### src/isa_pkg.sv
`default_nettype none

package isa_pkg;

    typedef logic [4:0]  reg_addr_t;
    typedef logic [31:0] word_t;

    typedef enum logic [3:0] {
        CLS_NOP    = 4'd0,
        CLS_LUI    = 4'd1,
        CLS_AUIPC  = 4'd2,
        CLS_JAL    = 4'd3,
        CLS_JALR   = 4'd4,
        CLS_BRANCH = 4'd5,
        CLS_LOAD   = 4'd6,
        CLS_STORE  = 4'd7,
        CLS_OP_IMM = 4'd8,
        CLS_OP     = 4'd9
    } op_class_e;

    // {funct7[5], funct3}
    typedef enum logic [3:0] {
        ALU_ADD  = 4'b0000,
        ALU_SLL  = 4'b0001,
        ALU_SLT  = 4'b0010,
        ALU_SLTU = 4'b0011,
        ALU_XOR  = 4'b0100,
        ALU_SRL  = 4'b0101,
        ALU_OR   = 4'b0110,
        ALU_AND  = 4'b0111,
        ALU_SUB  = 4'b1000,
        ALU_SRA  = 4'b1101
    } alu_sel_e;

    // funct3 of the branch
    typedef enum logic [3:0] {
        BR_BEQ  = 4'b0000,
        BR_BNE  = 4'b0001,
        BR_BLT  = 4'b0100,
        BR_BGE  = 4'b0101,
        BR_BLTU = 4'b0110,
        BR_BGEU = 4'b0111
    } br_cond_e;

    // funct3 of the load/store
    typedef enum logic [3:0] {
        MEM_B  = 4'b0000,
        MEM_H  = 4'b0001,
        MEM_W  = 4'b0010,
        MEM_BU = 4'b0100,
        MEM_HU = 4'b0101
    } mem_size_e;

    // one selector field, meaning depends on op class
    typedef union packed {
        alu_sel_e  alu;
        br_cond_e  cond;
        mem_size_e size;
    } op_sel_u;

endpackage

`default_nettype wire

### src/pipe_pkg.sv
`default_nettype none

package pipe_pkg;

    import isa_pkg::*;

    // decoded instruction from decode
    typedef struct packed {
        logic      valid;
        op_class_e op_class;
        op_sel_u   op_sel;
        word_t     pc;
        word_t     imm;
        reg_addr_t rs1;
        reg_addr_t rs2;
        word_t     rs1_val;
        word_t     rs2_val;
        reg_addr_t rd;
        logic      rd_we;
    } issue_t;

    // execute result towards the memory stage
    typedef struct packed {
        logic      valid;
        reg_addr_t rd;
        logic      rd_we;
        word_t     result;
        logic      is_load;
        logic      is_store;
        mem_size_e mem_size;
        word_t     store_data;
    } ex_mem_t;

    typedef struct packed {
        logic  valid;
        word_t target;
    } redirect_t;

    typedef struct packed {
        logic      we;
        reg_addr_t rd;
        word_t     data;
    } wb_t;

endpackage

`default_nettype wire

### src/fwd_mux.sv
`timescale 1ns/1ps
`default_nettype none

module fwd_mux (
    input  wire pipe_pkg::ex_mem_t  ex_mem_i,
    input  wire pipe_pkg::wb_t      wb_i,
    input  wire isa_pkg::reg_addr_t rs_i,
    input  wire isa_pkg::word_t     rs_val_i,
    output isa_pkg::word_t          operand_o
);

    logic ex_hit;
    logic wb_hit;

    // loads resolve in the memory stage and are never bypassed from here
    assign ex_hit = ex_mem_i.valid && ex_mem_i.rd_we && !ex_mem_i.is_load &&
                    (ex_mem_i.rd != '0) && (ex_mem_i.rd == rs_i);
    assign wb_hit = wb_i.we && (wb_i.rd != '0) && (wb_i.rd == rs_i);

    always_comb begin
        if (rs_i == '0) begin
            operand_o = '0;
        end else if (ex_hit) begin
            operand_o = ex_mem_i.result;
        end else if (wb_hit) begin
            operand_o = wb_i.data;
        end else begin
            operand_o = rs_val_i;
        end
    end

endmodule

`default_nettype wire

### src/alu.sv
`timescale 1ns/1ps
`default_nettype none

module alu (
    input  wire isa_pkg::alu_sel_e sel_i,
    input  wire isa_pkg::word_t    a_i,
    input  wire isa_pkg::word_t    b_i,
    output isa_pkg::word_t         result_o
);

    import isa_pkg::*;

    logic [4:0] shamt;
    logic       lt_s;
    logic       lt_u;

    assign shamt = b_i[4:0];
    assign lt_s  = $signed(a_i) < $signed(b_i);
    assign lt_u  = a_i < b_i;

    always_comb begin
        case (sel_i)
            ALU_ADD: begin
                result_o = a_i + b_i;
            end
            ALU_SUB: begin
                result_o = a_i - b_i;
            end
            ALU_SLL: begin
                result_o = a_i << shamt;
            end
            ALU_SLT: begin
                result_o = {31'b0, lt_s};
            end
            ALU_SLTU: begin
                result_o = {31'b0, lt_u};
            end
            ALU_XOR: begin
                result_o = a_i ^ b_i;
            end
            ALU_SRL: begin
                result_o = a_i >> shamt;
            end
            ALU_SRA: begin
                // sign bit fills from the left
                result_o = $unsigned($signed(a_i) >>> shamt);
            end
            ALU_OR: begin
                result_o = a_i | b_i;
            end
            ALU_AND: begin
                result_o = a_i & b_i;
            end
            default: begin
                result_o = '0;
            end
        endcase
    end

endmodule

`default_nettype wire

### src/branch_unit.sv
`timescale 1ns/1ps
`default_nettype none

module branch_unit (
    input  wire isa_pkg::op_class_e op_class_i,
    input  wire isa_pkg::br_cond_e  cond_i,
    input  wire isa_pkg::word_t     pc_i,
    input  wire isa_pkg::word_t     imm_i,
    input  wire isa_pkg::word_t     rs1_i,
    input  wire isa_pkg::word_t     rs2_i,
    output pipe_pkg::redirect_t     redirect_o
);

    import isa_pkg::*;

    logic  taken;
    word_t jalr_sum;

    assign jalr_sum = rs1_i + imm_i;

    always_comb begin
        case (cond_i)
            BR_BEQ:  taken = (rs1_i == rs2_i);
            BR_BNE:  taken = (rs1_i != rs2_i);
            BR_BLT:  taken = ($signed(rs1_i) < $signed(rs2_i));
            BR_BGE:  taken = ($signed(rs1_i) >= $signed(rs2_i));
            BR_BLTU: taken = (rs1_i < rs2_i);
            BR_BGEU: taken = (rs1_i >= rs2_i);
            default: taken = 1'b0;
        endcase
    end

    always_comb begin
        redirect_o.valid  = 1'b0;
        redirect_o.target = pc_i + imm_i;
        case (op_class_i)
            CLS_JAL: begin
                redirect_o.valid = 1'b1;
            end
            CLS_JALR: begin
                redirect_o.valid  = 1'b1;
                redirect_o.target = {jalr_sum[31:1], 1'b0};
            end
            CLS_BRANCH: begin
                redirect_o.valid = taken;
            end
            default: begin
                redirect_o.valid = 1'b0;
            end
        endcase
    end

endmodule

`default_nettype wire

### src/ex_stage.sv
`timescale 1ns/1ps
`default_nettype none

module ex_stage (
    input  wire pipe_pkg::issue_t entry_i,
    input  wire isa_pkg::word_t   rs1_i,
    input  wire isa_pkg::word_t   rs2_i,
    output pipe_pkg::ex_mem_t     result_o,
    output pipe_pkg::redirect_t   redirect_o
);

    import isa_pkg::*;
    import pipe_pkg::*;

    word_t     alu_b;
    alu_sel_e  alu_sel;
    word_t     alu_result;
    redirect_t br_redirect;

    // operand b and op select, address generation uses ADD
    always_comb begin
        alu_b   = entry_i.imm;
        alu_sel = ALU_ADD;
        case (entry_i.op_class)
            CLS_OP: begin
                alu_b   = rs2_i;
                alu_sel = entry_i.op_sel.alu;
            end
            CLS_OP_IMM: begin
                alu_sel = entry_i.op_sel.alu;
            end
            default: begin
                alu_sel = ALU_ADD;
            end
        endcase
    end

    alu u_alu (
        .sel_i    (alu_sel),
        .a_i      (rs1_i),
        .b_i      (alu_b),
        .result_o (alu_result)
    );

    branch_unit u_branch (
        .op_class_i (entry_i.op_class),
        .cond_i     (entry_i.op_sel.cond),
        .pc_i       (entry_i.pc),
        .imm_i      (entry_i.imm),
        .rs1_i      (rs1_i),
        .rs2_i      (rs2_i),
        .redirect_o (br_redirect)
    );

    always_comb begin
        result_o.valid      = entry_i.valid;
        result_o.rd         = entry_i.rd;
        result_o.rd_we      = 1'b0;
        result_o.result     = alu_result;
        result_o.is_load    = 1'b0;
        result_o.is_store   = 1'b0;
        result_o.mem_size   = entry_i.op_sel.size;
        result_o.store_data = '0;
        case (entry_i.op_class)
            CLS_LUI: begin
                result_o.result = entry_i.imm;
                result_o.rd_we  = entry_i.rd_we;
            end
            CLS_AUIPC: begin
                result_o.result = entry_i.pc + entry_i.imm;
                result_o.rd_we  = entry_i.rd_we;
            end
            CLS_JAL, CLS_JALR: begin
                // link value
                result_o.result = entry_i.pc + 32'd4;
                result_o.rd_we  = entry_i.rd_we;
            end
            CLS_OP, CLS_OP_IMM: begin
                result_o.rd_we = entry_i.rd_we;
            end
            CLS_LOAD: begin
                // rd written by the memory stage
                result_o.is_load = 1'b1;
            end
            CLS_STORE: begin
                result_o.is_store   = 1'b1;
                result_o.store_data = rs2_i;
            end
            default: begin
                result_o.rd_we = 1'b0;
            end
        endcase
    end

    assign redirect_o.valid  = entry_i.valid && br_redirect.valid;
    assign redirect_o.target = br_redirect.target;

endmodule

`default_nettype wire

### src/ex_cluster.sv
`timescale 1ns/1ps
`default_nettype none

module ex_cluster (
    input  wire                   clk,
    input  wire                   reset_i,
    input  wire pipe_pkg::issue_t issue_i,
    input  wire pipe_pkg::wb_t    wb_i,
    output pipe_pkg::ex_mem_t     mem_o,
    output pipe_pkg::redirect_t   redirect_o,
    output pipe_pkg::wb_t         fwd_o
);

    import isa_pkg::*;
    import pipe_pkg::*;

    issue_t  id_ex_q;
    ex_mem_t ex_mem_q;
    ex_mem_t ex_mem_d;
    word_t   rs1_fwd;
    word_t   rs2_fwd;

    // ID/EX, a redirect kills the entry arriving behind it
    always_ff @(posedge clk) begin
        id_ex_q <= issue_i;
        if (reset_i) begin
            id_ex_q.valid <= 1'b0;
        end else if (redirect_o.valid) begin
            id_ex_q.valid <= 1'b0;
        end
    end

    fwd_mux u_fwd_rs1 (
        .ex_mem_i  (ex_mem_q),
        .wb_i      (wb_i),
        .rs_i      (id_ex_q.rs1),
        .rs_val_i  (id_ex_q.rs1_val),
        .operand_o (rs1_fwd)
    );

    fwd_mux u_fwd_rs2 (
        .ex_mem_i  (ex_mem_q),
        .wb_i      (wb_i),
        .rs_i      (id_ex_q.rs2),
        .rs_val_i  (id_ex_q.rs2_val),
        .operand_o (rs2_fwd)
    );

    ex_stage u_ex (
        .entry_i    (id_ex_q),
        .rs1_i      (rs1_fwd),
        .rs2_i      (rs2_fwd),
        .result_o   (ex_mem_d),
        .redirect_o (redirect_o)
    );

    // EX/MEM
    always_ff @(posedge clk) begin
        ex_mem_q <= ex_mem_d;
        if (reset_i) begin
            ex_mem_q.valid <= 1'b0;
        end
    end

    assign mem_o = ex_mem_q;

    // bypass offered to decode, loads excluded
    assign fwd_o.we   = ex_mem_q.valid && ex_mem_q.rd_we && !ex_mem_q.is_load;
    assign fwd_o.rd   = ex_mem_q.rd;
    assign fwd_o.data = ex_mem_q.result;

    a_load_store_excl : assert property (@(posedge clk) disable iff (reset_i)
        mem_o.valid |-> !(mem_o.is_load && mem_o.is_store));

    a_redirect_src : assert property (@(posedge clk) disable iff (reset_i)
        redirect_o.valid |-> id_ex_q.valid);

    // flushed slot never reaches EX/MEM
    a_flush_bubble : assert property (@(posedge clk) disable iff (reset_i)
        redirect_o.valid |=> ##1 !mem_o.valid);

endmodule

`default_nettype wire

### config.mk
export PLATFORM = sky130hd
export DESIGN_NAME = ex_cluster
export DESIGN_NICKNAME = d
export VERILOG_FILES = /design/src/isa_pkg.sv /design/src/pipe_pkg.sv /design/src/fwd_mux.sv /design/src/alu.sv /design/src/branch_unit.sv /design/src/ex_stage.sv /design/src/ex_cluster.sv
export SDC_FILE = /design/constraint.sdc
export NUM_CORES = 1
export LEC_CHECK = 0
export BUFFER_PORTS_ARGS = -buffer_cell sky130_fd_sc_hd__buf_2
export CAP_MARGIN = 20
export CELL_PAD_IN_SITES_DETAIL_PLACEMENT = 1
export CELL_PAD_IN_SITES_GLOBAL_PLACEMENT = 1
export CORE_MARGIN = 2
export CORE_UTILIZATION = 25
export DETAILED_ROUTE_END_ITERATION = 10
export PLACE_DENSITY_LB_ADDON = 0.1
export SLEW_MARGIN = 30
export SYNTH_ARGS = -nofsm -noshare
export SYNTH_HDL_FRONTEND = slang
export SYNTH_SLANG_ARGS = --single-unit
### constraint.sdc
create_clock -name clk -period 7.7 [get_ports clk]
set_input_delay 0.385 -clock clk [delete_from_list [all_inputs] [get_ports clk]]
set_output_delay 0.385 -clock clk [all_outputs]
set_load 0.02 [all_outputs]
==> flow_summary_export.csv, run 1 <==
group,metric,value,unit
detailed_routing,drt_wl_total,156000,um
synthesis,yosys.area.top_type_share,0.205,
placed_design,dp.final_hpwl,127000,um
synthesis,synth_edf_count,0,
synthesis,syn_nets,3304,
detailed_routing,vias,26500,
setup_path,r2r_cells,21,
synthesis,synth_cell_type_count,114,
setup_path,rr_endpoint,"fwd_o[20]$_DFF_P_",
synthesis,ys_ff_latch,230,
synthesis,synth_ff_type,"dfxtp_1",
cts,clock_sinks,230,
synthesis,yosys-top-cells-area,"dfxtp_1, ha_1, mux2i_1, o21ai_0, nand2_1",
synthesis,synth_commonest_cells,"nand2_1, nor2_1, dfxtp_1",
timing,setup_viol,0,
floorplan,initial_core_util,0.253,
cts,htree_levels,2,
global_route,grt_pass1_vias,26900,
worst_hold_path,hp-class,"in2reg",
worst_hold_path,hold_path_end,"id_ex_q[152]$_SDFF_PP0_",
cts,worstSkewPairLatency,0.61,ns
setup_path,crit_top_cell,"a21o_1",
timing,fmax,0.137,GHz
finish,drive_gt1_frac,0.189,
timing,fin_ws,0.408,ns
power_and_ir_drop,p_total,5430,uW
status,outcome,"finished, final reports clean",
detailed_routing,postRouteAntennaNets,0,
finish,multi_input_comb_area,16400,sq um
synthesis,synth_area,22500,sq um
worst_hold_path,holdPathStages,2,
timing,rsz0062_at_grt,"false",
detailed_routing,drc_errors,0,
floorplan,io_pins,341,
cts,clkTransAtPathRegs,0.06,ns
timing,worstMarginPinSlew,1.03,ns
setup_path,critPathCaptureType,"primary output",
floorplan,die_x,304,um
cts,clk_path_buf_depth,3,
timing,period_share,0.947,
detailed_routing,first_pass_iters,8,
synthesis,synth_compound_area_frac,0.315,
timing,slew_violations,0,
cts,cts_buffers,34,
finish,regArea,4610,sq um
setup_path,cp.arrival,6.91,ns
setup_path,rr_startpoint,"fwd_o[32]$_DFF_P_",
cts,cts_tree,"yes",
synthesis,synth_top_family_by_area,"compound AO/OA/AOI/OAI gates",
timing,finClkSkew,0.0445,ns
setup_path,crit_chain,"or4_4, o211ai_1, buf_4, or2_2, buf_4, a31oi_1, nand2_1, inv_1, ha_1, a21o_1, a21o_1, a21o_1, nor2_1, nor4bb_1, o41ai_2, a311oi_2, nand2_1, a211oi_1, xnor2_1, a21oi_1, buf_2",
placed_design,placed_cells,4331,
power_and_ir_drop,cellPowerDensity,192,nW/um^2
timing,max_slew_margin,0.309,
setup_path,max_stage_delay,0.56,ns
global_route,grt_pass1_wl,216000,um
floorplan,die-height,304,um
placed_design,pre_cts_ws,0.568,ns
placed_design,io_buffers,340,
setup_path,worstSetupPathType,"reg2out",
synthesis,synth_top_cell_by_area,"dfxtp_1",
floorplan,core_area,88800,sq um
finish,fin_nets,3745,
synthesis,synth-xor-area-share,0.0460,
setup_path,cp_max_fo,33,
timing,min_period,7.29,ns
global_route,grt_antenna_before_repair,16,
placed_design,gp_congestion,0.988,
global_route,grt_max_degree,58,
finish,area_growth,25.8,%
synthesis,synthMuxAreaShare,0.0727,
setup_path,cp_slowest_cell,"or4_4",
synthesis,async_flop_share,0,
timing,hold_viol,0,
power_and_ir_drop,peakVddDrop,152,uV
floorplan,die_area,92300,sq um
worst_hold_path,worstHoldStart,"issue_i[152]",
cts,cts_root_buf,"clkbuf_16",
synthesis,yosysWarnings,0,
detailed_routing,viasPerCell,5.82,
global_route,grt_usage,0.327,
setup_path,r2r_setup_slack,0.47,ns
global_route,grt-ovfl-total,0,
synthesis,yosys.area_share.simple,0.181,
setup_path,start_kind,"flop",
detailed_routing,dr.first_iter.drc_count,2410,
timing,setup_tns,0,ns
finish,nFillCells,10600,
run,drv_cap,0,
synthesis,synthAdderAreaFrac,0.110,
synthesis,netlist_instances,2916,
synthesis,syn_area_per_cell,7.71,sq um
finish,fin_cells,4551,
detailed_routing,wl_per_cell,34.3,um
setup_path,worstPathRequired,7.32,ns
floorplan,rows,109,
power_and_ir_drop,leakage,0.0125,uW
synthesis,yosysSeqAreaShare,0.205,
synthesis,synth_most_common_cell,"nand2_1",
## metal layers
metal	global-route usage	share of wire
met1	0.426	0.43
met2	0.523	0.45
met3	0.0459	0.057
met4	0.173	0.059
met5	0	0.00029
## final cells by class
cell class	count	area share
inverters	112	0.0154
diodes	4	0.000354
repair buffers	622	0.149
clock buffers	44	0.0328
clock inverters	17	0.00872
multi-input cells	2357	0.580
well taps	1165	0.0516
flip-flops and latches	230	0.163
## per-stage QoR
stage	cell area, sq um	util	hold WS [ns]
floorplan	22500	-	0.310
global placement	25500	0.287	0.312
detailed placement	25500	0.288	0.314
CTS	28200	0.318	0.00508
global route	28300	0.318	0.0396
finish	28300	0.318	0.0405
## where the power goes
group	internal, uW	switching, uW	leakage, uW	total (uW)
registers	1280	205	0.00193	1490
clock network	1000	682	0.000562	1680
logic	757	1500	0.00998	2260
total	3040	2390	0.0125	5430
## worst max-delay path by stage
stage	start	end	slack (ns)	cells past startpoint
after global routing	fwd_o[32]$_DFF_P_	redirect_o[31]	0.06	21
after CTS	id_ex_q[77]$_DFF_P_	redirect_o[30]	0.35	20
after global placement	wb_i[32]	fwd_o[29]$_DFF_P_	0.74	21
after floorplan	fwd_o[32]$_DFF_P_	fwd_o[28]$_DFF_P_	2.21	25
final	fwd_o[32]$_DFF_P_	redirect_o[31]	0.41	21
after detailed placement	wb_i[32]	fwd_o[29]$_DFF_P_	0.57	21
## what timing repair did
item	in CTS	in global routing
hold buffers	153	0
setup buffers	0	1
endpoints found under the setup margin	0	1
hold endpoints to repair	154	0
resized for setup	0	1
## logic make-up after synthesis
| kind of cell | count (synthesis) |
|---|---|
| simple gates | 859 |
| xor+xnor | 118 |
| fa+ha+maj | 195 |
| mux | 156 |
| flops | 230 |
| buf+inv | 329 |
| compound gates | 1029 |
## state kept, by name, indices dropped and copies added, names as in the netlist
register and count:
id_ex_q 153, mem_o 40, fwd_o 37
## layout by cell type, fill, tap and decap left out, types with 15 or more instances in the layout
master         count
a221oi_1          17
o21ai_1           16
mux2i_1          137
a31oi_1           36
xnor2_1           77
and3_1            25
o31ai_1           16
o21ai_0          226
and2_1            23
o21bai_1          18
buf_4            122
o211ai_1          86
nand4_1           35
nor3_1            64
xor2_1            41
nor2b_1           23
a21oi_1          178
a311oi_1          15
nand2_1          263
nand3_1           76
a22oi_1           22
nand2b_1          27
o22ai_1           44
buf_2            346
inv_1            106
dlygate4sd3_1    153
o21a_1            22
dfxtp_1          229
a222oi_1          20
ha_1             191
o221ai_1          25
nor2_1           235
clkbuf_16         34
a211oi_1          31
a21o_1            80
## worst max-delay path: cells and delay by family (launching register included)
kind,cells,cell delay (ns)
xor+xnor,1,0.10
flops,1,0.36
simple gates,6,2.30
compound gates,9,2.16
buf+inv,4,1.02
fa+ha+maj,1,0.33
Power figures use the tool's default switching activity.
==> inputs of run 2 (changes only) <==
--- a/config.mk
+++ b/config.mk
@@ -5,6 +5,7 @@
 export SDC_FILE = /design/constraint.sdc
 export NUM_CORES = 1
 export LEC_CHECK = 0
+export ABC_AREA = 1
 export BUFFER_PORTS_ARGS = -buffer_cell sky130_fd_sc_hd__buf_2
 export CAP_MARGIN = 20
 export CELL_PAD_IN_SITES_DETAIL_PLACEMENT = 1
==> run 2 against run 1 <==
  * Count of clock-buffer cells in the layout shrank 7
  * Design area shrank 0.85%
  * Synthesized cell count grew 28%
  * Clock skew grew 0.021 ns
  * Fmax grew 12%
  * Largest power group unchanged
==> flow_summary_export.csv, run 2 <==
group,metric,value,unit
synthesis,syn_nets,4109,
global_route,grt_pass1_wl,199000,um
global_route,grt_antenna_before_repair,6,
synthesis,yosys.area_share.simple,0.385,
placed_design,io_buffers,340,
floorplan,rows,111,
run,drv_cap,0,
finish,layout_common_cells,"nand2_1, nand3_1, inv_1, buf_2, nor2_1",
cts,htree_levels,1,
setup_path,cp.arrival,6.10,ns
synthesis,synth_most_common_cell,"nand2_1",
synthesis,synth_top_family_by_area,"simple AND/OR/NAND/NOR gates",
synthesis,synth_top_cell_by_area,"dfxtp_1",
cts,clock_sinks,230,
synthesis,synth_ff_type,"dfxtp_1",
cts,cts_root_buf,"clkbuf_16",
synthesis,yosysWarnings,0,
finish,fin_cells,5330,
synthesis,synth_area,22900,sq um
floorplan,io_pins,341,
power_and_ir_drop,peakVddDrop,185,uV
floorplan,initial_core_util,0.251,
placed_design,placed_cells,5121,
floorplan,core_area,91400,sq um
setup_path,max_stage_delay,0.46,ns
synthesis,async_flop_share,0,
detailed_routing,vias,27800,
cts,cts-hold-fix-buffers,154,
power_and_ir_drop,clkPwrFrac,0.279,
detailed_routing,postRouteAntennaNets,0,
synthesis,synth-xor-area-share,0.0294,
setup_path,r2r_cells,26,
global_route,grt-ovfl-total,0,
floorplan,die-height,307,um
timing,slew_violations,0,
power_and_ir_drop,cellPowerDensity,178,nW/um^2
timing,fmax,0.154,GHz
finish,postLayoutCoreUtil,0.307,
cts,ctsResizeCount,0,
synthesis,ys_ff_latch,230,
setup_path,path_depth,22,
timing,finClkSkew,0.0652,ns
power_and_ir_drop,seq_power_share,0.295,
global_route,grt_pass1_vias,28400,
floorplan,die_x,307,um
setup_path,crit_chain,"xnor2_1, nand3_1, nor2_4, nand2_4, o21ai_0, inv_1, nand2_1, inv_1, nand2_1, inv_1, fa_1, nand3_1, nand3_1, a21oi_1, o21ai_1, a21boi_0, o21ai_1, a21boi_0, o21ai_0, xnor2_1, o21ai_0, buf_2",
setup_path,worstSetupPathType,"reg2out",
power_and_ir_drop,leakage,0.0139,uW
detailed_routing,viasPerCell,5.22,
synthesis,synth_commonest_cells,"nand2_1, nand3_1, inv_1",
global_route,grt_max_degree,74,
synthesis,synth_edf_count,0,
status,outcome,"finished, final reports clean",
setup_path,cp_max_fo,53,
worst_hold_path,hp-class,"in2reg",
finish,largest_reg_flops,153,
synthesis,yosys.area.top_type_share,0.201,
timing,setup_viol,0,
setup_path,critical_path_buf_inv_count,4,
power_and_ir_drop,p_int,2710,uW
worst_hold_path,holdPathStages,5,
setup_path,cp_slowest_cell,"a21boi_0",
global_route,grt_usage,0.288,
synthesis,yosysSeqAreaShare,0.201,
timing,period_share,0.843,
timing,min_period,6.49,ns
cts,clkTransAtPathRegs,0.07,ns
power_and_ir_drop,p_sw_frac,0.457,
cts,cts_buffers,29,
placed_design,dp.final_hpwl,115000,um
cts,cts_setup_buffers,0,
timing,max_slew_margin,0.222,
setup_path,cpLargestDelayFamily,"compound AO/OA/AOI/OAI gates",
timing,rsz0062_at_grt,"false",
detailed_routing,drc_errors,0,
finish,top_register,"id_ex_q",
synthesis,netlist_instances,3721,
synthesis,yosys-top-cells-area,"dfxtp_1, nand2_1, nand3_1, ha_1, inv_1",
synthesis,synth_compound_area_frac,0.160,
timing,hold_viol,0,
setup_path,critPathCaptureType,"primary output",
finish,area_growth,22.1,%
detailed_routing,dr.first_iter.drc_count,2230,
placed_design,gp_congestion,0.955,
timing,worstMarginPinSlew,1.17,ns
synthesis,synthAdderAreaFrac,0.108,
finish,drive_gt1_frac,0.137,
synthesis,synth_cell_type_count,65,
power_and_ir_drop,p_sw,2280,uW
finish,final_area,28000,sq um
placed_design,place_area,25600,sq um
timing,setup_tns,0,ns
detailed_routing,first_pass_iters,7,
finish,fin_nets,4508,
cts,cts_tree,"yes",
detailed_routing,drt_wl_total,139000,um
finish,final_common_cell,"nand2_1",
setup_path,worstPathRequired,7.32,ns
synthesis,synthMuxAreaShare,0.000872,
floorplan,die_area,94200,sq um
detailed_routing,wl_per_cell,26.1,um
cts,worstSkewPairLatency,0.65,ns
power_and_ir_drop,p_comb_frac,0.426,
cts,clk_path_buf_depth,3,
synthesis,syn_area_per_cell,6.17,sq um
setup_path,start_kind,"flop",
-- run 2: cell types whose count changed in the layout (fill, tap and decap cells not counted), moves of 49 or more --
cell     delta
nand2_1   +713
nand3_1   +431
inv_1     +281
mux2i_1   -135
a21o_1     -69
nand4_1    +63
a21oi_1    +57
buf_4      -49
o21ai_0    -49
-- run 2: cell type report --
cell class	count	area, sq um
Fill cell	11800	63400
Multi-Input combinational cell	2889	15700
Sequential cell	230	4600
Timing Repair Buffer	567	3790
Inverter	403	1520
Tap cell	1186	1480
Clock buffer	37	766
Clock inverter	14	153
Antenna cell	4	10.0
-- run 2: worst paths after layout --
path                                    startpoint                   to  slack [ns]
worst max-delay path             fwd_o[35]$_DFF_P_       redirect_o[20]        1.21
worst min-delay path                       wb_i[1]  mem_o[1]$_SDFF_PN0_        0.25
worst max register to register   fwd_o[36]$_DFF_P_     fwd_o[0]$_DFF_P_        1.83
worst min register to register  id_ex_q[4]$_DFF_P_    fwd_o[35]$_DFF_P_        0.33
-- run 2: stage by stage --
step	setup slack [ns]	hold slack (ns)	power (uW)
detailed placement	1.83	0.316	3530
CTS	1.21	0.213	5000
global route	0.694	0.275	5240
finish	1.21	0.252	4990
global placement	1.91	0.313	3530
floorplan	3.17	0.310	2680
-- run 2: layer usage --
metal / share of wire / vias up / track usage
met3: 0.054 / 178 / 0.0331
li1: - / 13200 / -
met2: 0.46 / 806 / 0.477
met4: 0.039 / 4 / 0.0978
met5: 0.00027 / - / 0
met1: 0.45 / 13600 / 0.386
-- run 2: worst min-delay path, stage by stage --
cell,delay (ns)
buf_2,0.11
nand4_1,0.10
nand3_2,0.10
nand2_2,0.11
nor2_1,0.05
-- run 2: power groups by stage --
stage / clock network [uW] / logic, uW / registers [uW]
after floorplan: 0 / 1250 / 1430
after global placement: 0 / 2030 / 1500
after detailed placement: 0 / 2030 / 1500
after CTS: 1430 / 2100 / 1470
after global routing: 1470 / 2300 / 1470
final: 1390 / 2130 / 1470
-- run 2: kinds of logic after synthesis --
group	after synthesis
and+or+nand+nor	1986
xor gates and xnor gates	77
AOI/OAI and AO/OA	629
muxes	2
DFF	230
buffers and inverters	602
adders and majority gates	195
==> inputs of run 3 (changes only) <==
==> constraint.sdc (replaced) <==
create_clock -name clk -period 5.35 [get_ports clk]
set_input_delay 0.2675 -clock clk [delete_from_list [all_inputs] [get_ports clk]]
set_output_delay 0.2675 -clock clk [all_outputs]
set_load 0.02 [all_outputs]
==> run 3 against run 2 <==
  * Global-route usage increased by 0.84 points
  * Wire length increased by 3.5%
  * Clock power increased by 55%
  * Critical path depth increased by 3
  * Register-to-register slack got worse by 1.6 ns
  * Sequential power increased by 45%
==> flow_summary_export.csv, run 3 (same netlist as run 2, synthesis figures left out) <==
group,metric,value,unit
timing,max_slew_margin,0.358,
power_and_ir_drop,p_sw_frac,0.450,
floorplan,die_area,94200,sq um
cts,cts_root_buf,"clkbuf_16",
floorplan,initial_core_util,0.251,
global_route,grt_usage,0.296,
status,outcome,"finished, final reports clean",
setup_path,worstSetupPathType,"reg2out",
power_and_ir_drop,p_sw,3350,uW
finish,final_common_cell,"nand2_1",
setup_path,critPathCaptureType,"primary output",
floorplan,rows,111,
placed_design,gp_congestion,0.971,
global_route,grt_pass1_vias,28600,
cts,cts_buffers,31,
global_route,grt_max_degree,76,
timing,hold_viol,0,
cts,cts_tree,"yes",
floorplan,die-height,307,um
power_and_ir_drop,p_total,7450,uW
finish,final_area,28900,sq um
setup_path,crit_top_cell,"nand2_1",
timing,setup_viol,0,
detailed_routing,first_pass_iters,6,
global_route,grt-ovfl-total,0,
floorplan,io_pins,341,
setup_path,max_stage_delay,0.34,ns
finish,nFillCells,11900,
placed_design,dp.final_hpwl,118000,um
floorplan,die_x,307,um
timing,fmax,0.194,GHz
placed_design,io_buffers,340,
finish,largest_reg_flops,153,
placed_design,place_area,25900,sq um
timing,slew_violations,0,
finish,drive_gt1_frac,0.160,
setup_path,cp_max_fo,12,
cts,clk_path_buf_depth,3,
timing,min_period,5.15,ns
timing,period_share,0.963,
setup_path,start_kind,"flop",
timing,fin_ws,0.196,ns
detailed_routing,viasPerCell,5.24,
detailed_routing,wl_per_cell,26.7,um
worst_hold_path,hp-class,"in2reg",
detailed_routing,dr.first_iter.drc_count,2262,
setup_path,worstPathRequired,5.08,ns
timing,worstMarginPinSlew,0.963,ns
floorplan,core_area,91400,sq um
timing,finClkSkew,0.0321,ns
cts,htree_levels,1,
detailed_routing,drc_errors,0,
cts,clkTransAtPathRegs,0.06,ns
finish,fin_nets,4572,
cts,worstSkewPairLatency,0.65,ns
power_and_ir_drop,cellPowerDensity,258,nW/um^2
power_and_ir_drop,seq_power_share,0.286,
detailed_routing,drt_wl_total,144000,um
finish,layout_common_cells,"nand2_1, nand3_1, inv_1, buf_2, nor2_1",
power_and_ir_drop,clkPwrFrac,0.291,
placed_design,pre_cts_ws,0.299,ns
finish,top_register,"id_ex_q",
detailed_routing,postRouteAntennaNets,0,
power_and_ir_drop,leakage,0.0143,uW
detailed_routing,vias,28300,
finish,area_growth,26.0,%
power_and_ir_drop,peakVddDrop,263,uV
setup_path,cp_slowest_cell,"ha_1",
global_route,grt_pass1_wl,203000,um
cts,clock_sinks,230,
power_and_ir_drop,p_int,4100,uW
run,drv_cap,0,
setup_path,cp.arrival,4.89,ns
global_route,grt_antenna_before_repair,2,
power_and_ir_drop,p_comb_frac,0.424,
==> run 3: cell types whose count changed in the layout (fill, tap and decap cells not counted), moves of 5 or more <==
cell,before,now
buf_4,73,121
clkinvlp_4,1,12
dfxtp_1,230,225
buf_12,0,8
inv_1,387,378
dfxtp_2,0,5
nand2_1,976,971
clkbuf_8,1,7
==> run 3: final cells by class <==
cell class / count / area [sq um] / share of cell area
Multi-Input combinational cell: 2891 / 15800 / 0.548
Sequential cell: 230 / 4610 / 0.160
Timing Repair Buffer: 627 / 4360 / 0.151
Inverter: 403 / 1550 / 0.0536
Tap cell: 1186 / 1480 / 0.0513
Clock buffer: 42 / 887 / 0.0307
Clock inverter: 15 / 158 / 0.00545
Antenna cell: 3 / 7.51 / 0.000260
==> run 3: worst paths after layout <==
path                                     startpoint                  end  slack (ns)  depth (start not counted)
worst max register to register  id_ex_q[71]$_DFF_P_    fwd_o[25]$_DFF_P_        0.26                         29
worst min-delay path                        wb_i[1]  mem_o[1]$_SDFF_PN0_        0.13                          5
worst max-delay path            id_ex_q[75]$_DFF_P_       redirect_o[32]        0.20                         25
worst min register to register   id_ex_q[5]$_DFF_P_    fwd_o[36]$_DFF_P_        0.32                          0
==> run 3: routing by layer <==
layer / part of all wire / vias to the layer above / global-route usage
li1: - / 13300 / -
met1: 0.45 / 14000 / 0.400
met2: 0.46 / 800 / 0.486
met3: 0.051 / 178 / 0.0318
met4: 0.040 / 0 / 0.106
met5: 0 / - / 0
==> run 3: through the flow <==
step                cells  hold WS, ns  TNS (ns)   util
floorplan            3721        0.295         0      -
global placement     5159        0.316         0  0.283
detailed placement   5159        0.314         0  0.283
CTS                  5378        0.106  -0.00231  0.313
global route         5394        0.158   -0.0153  0.316
finish               5397        0.130         0  0.316
==> run 3: power by group through the flow <==
| stage | combinational, uW | clock, uW | sequential (uW) |
|---|---|---|---|
| CTS | 3070 | 2220 | 2120 |
| global placement | 2960 | 0 | 2160 |
| detailed placement | 2950 | 0 | 2160 |
| floorplan | 1800 | 0 | 2050 |
| finish | 3160 | 2160 | 2130 |
| global route | 3410 | 2280 | 2120 |
==> run 3: worst max-delay path: cells and delay by family (launching register included) <==
family                   cells  cell delay, ns
flip-flops                   1            0.33
AO/OA/AOI/OAI                2            0.26
buffers and inverters        5            0.85
XOR/XNOR                     1            0.18
AND/OR/NAND/NOR             16            2.25
adder cells (fa/ha/maj)      1            0.34
==> run 3: repair_timing <==
action,4_1_cts,5_1_grt
hold buffers,154,0
buffers inserted,7,15
hold endpoints to repair,154,0
cloned,1,1
setup endpoints to repair,7,19
pin swaps,1,9
gates resized for setup,15,43
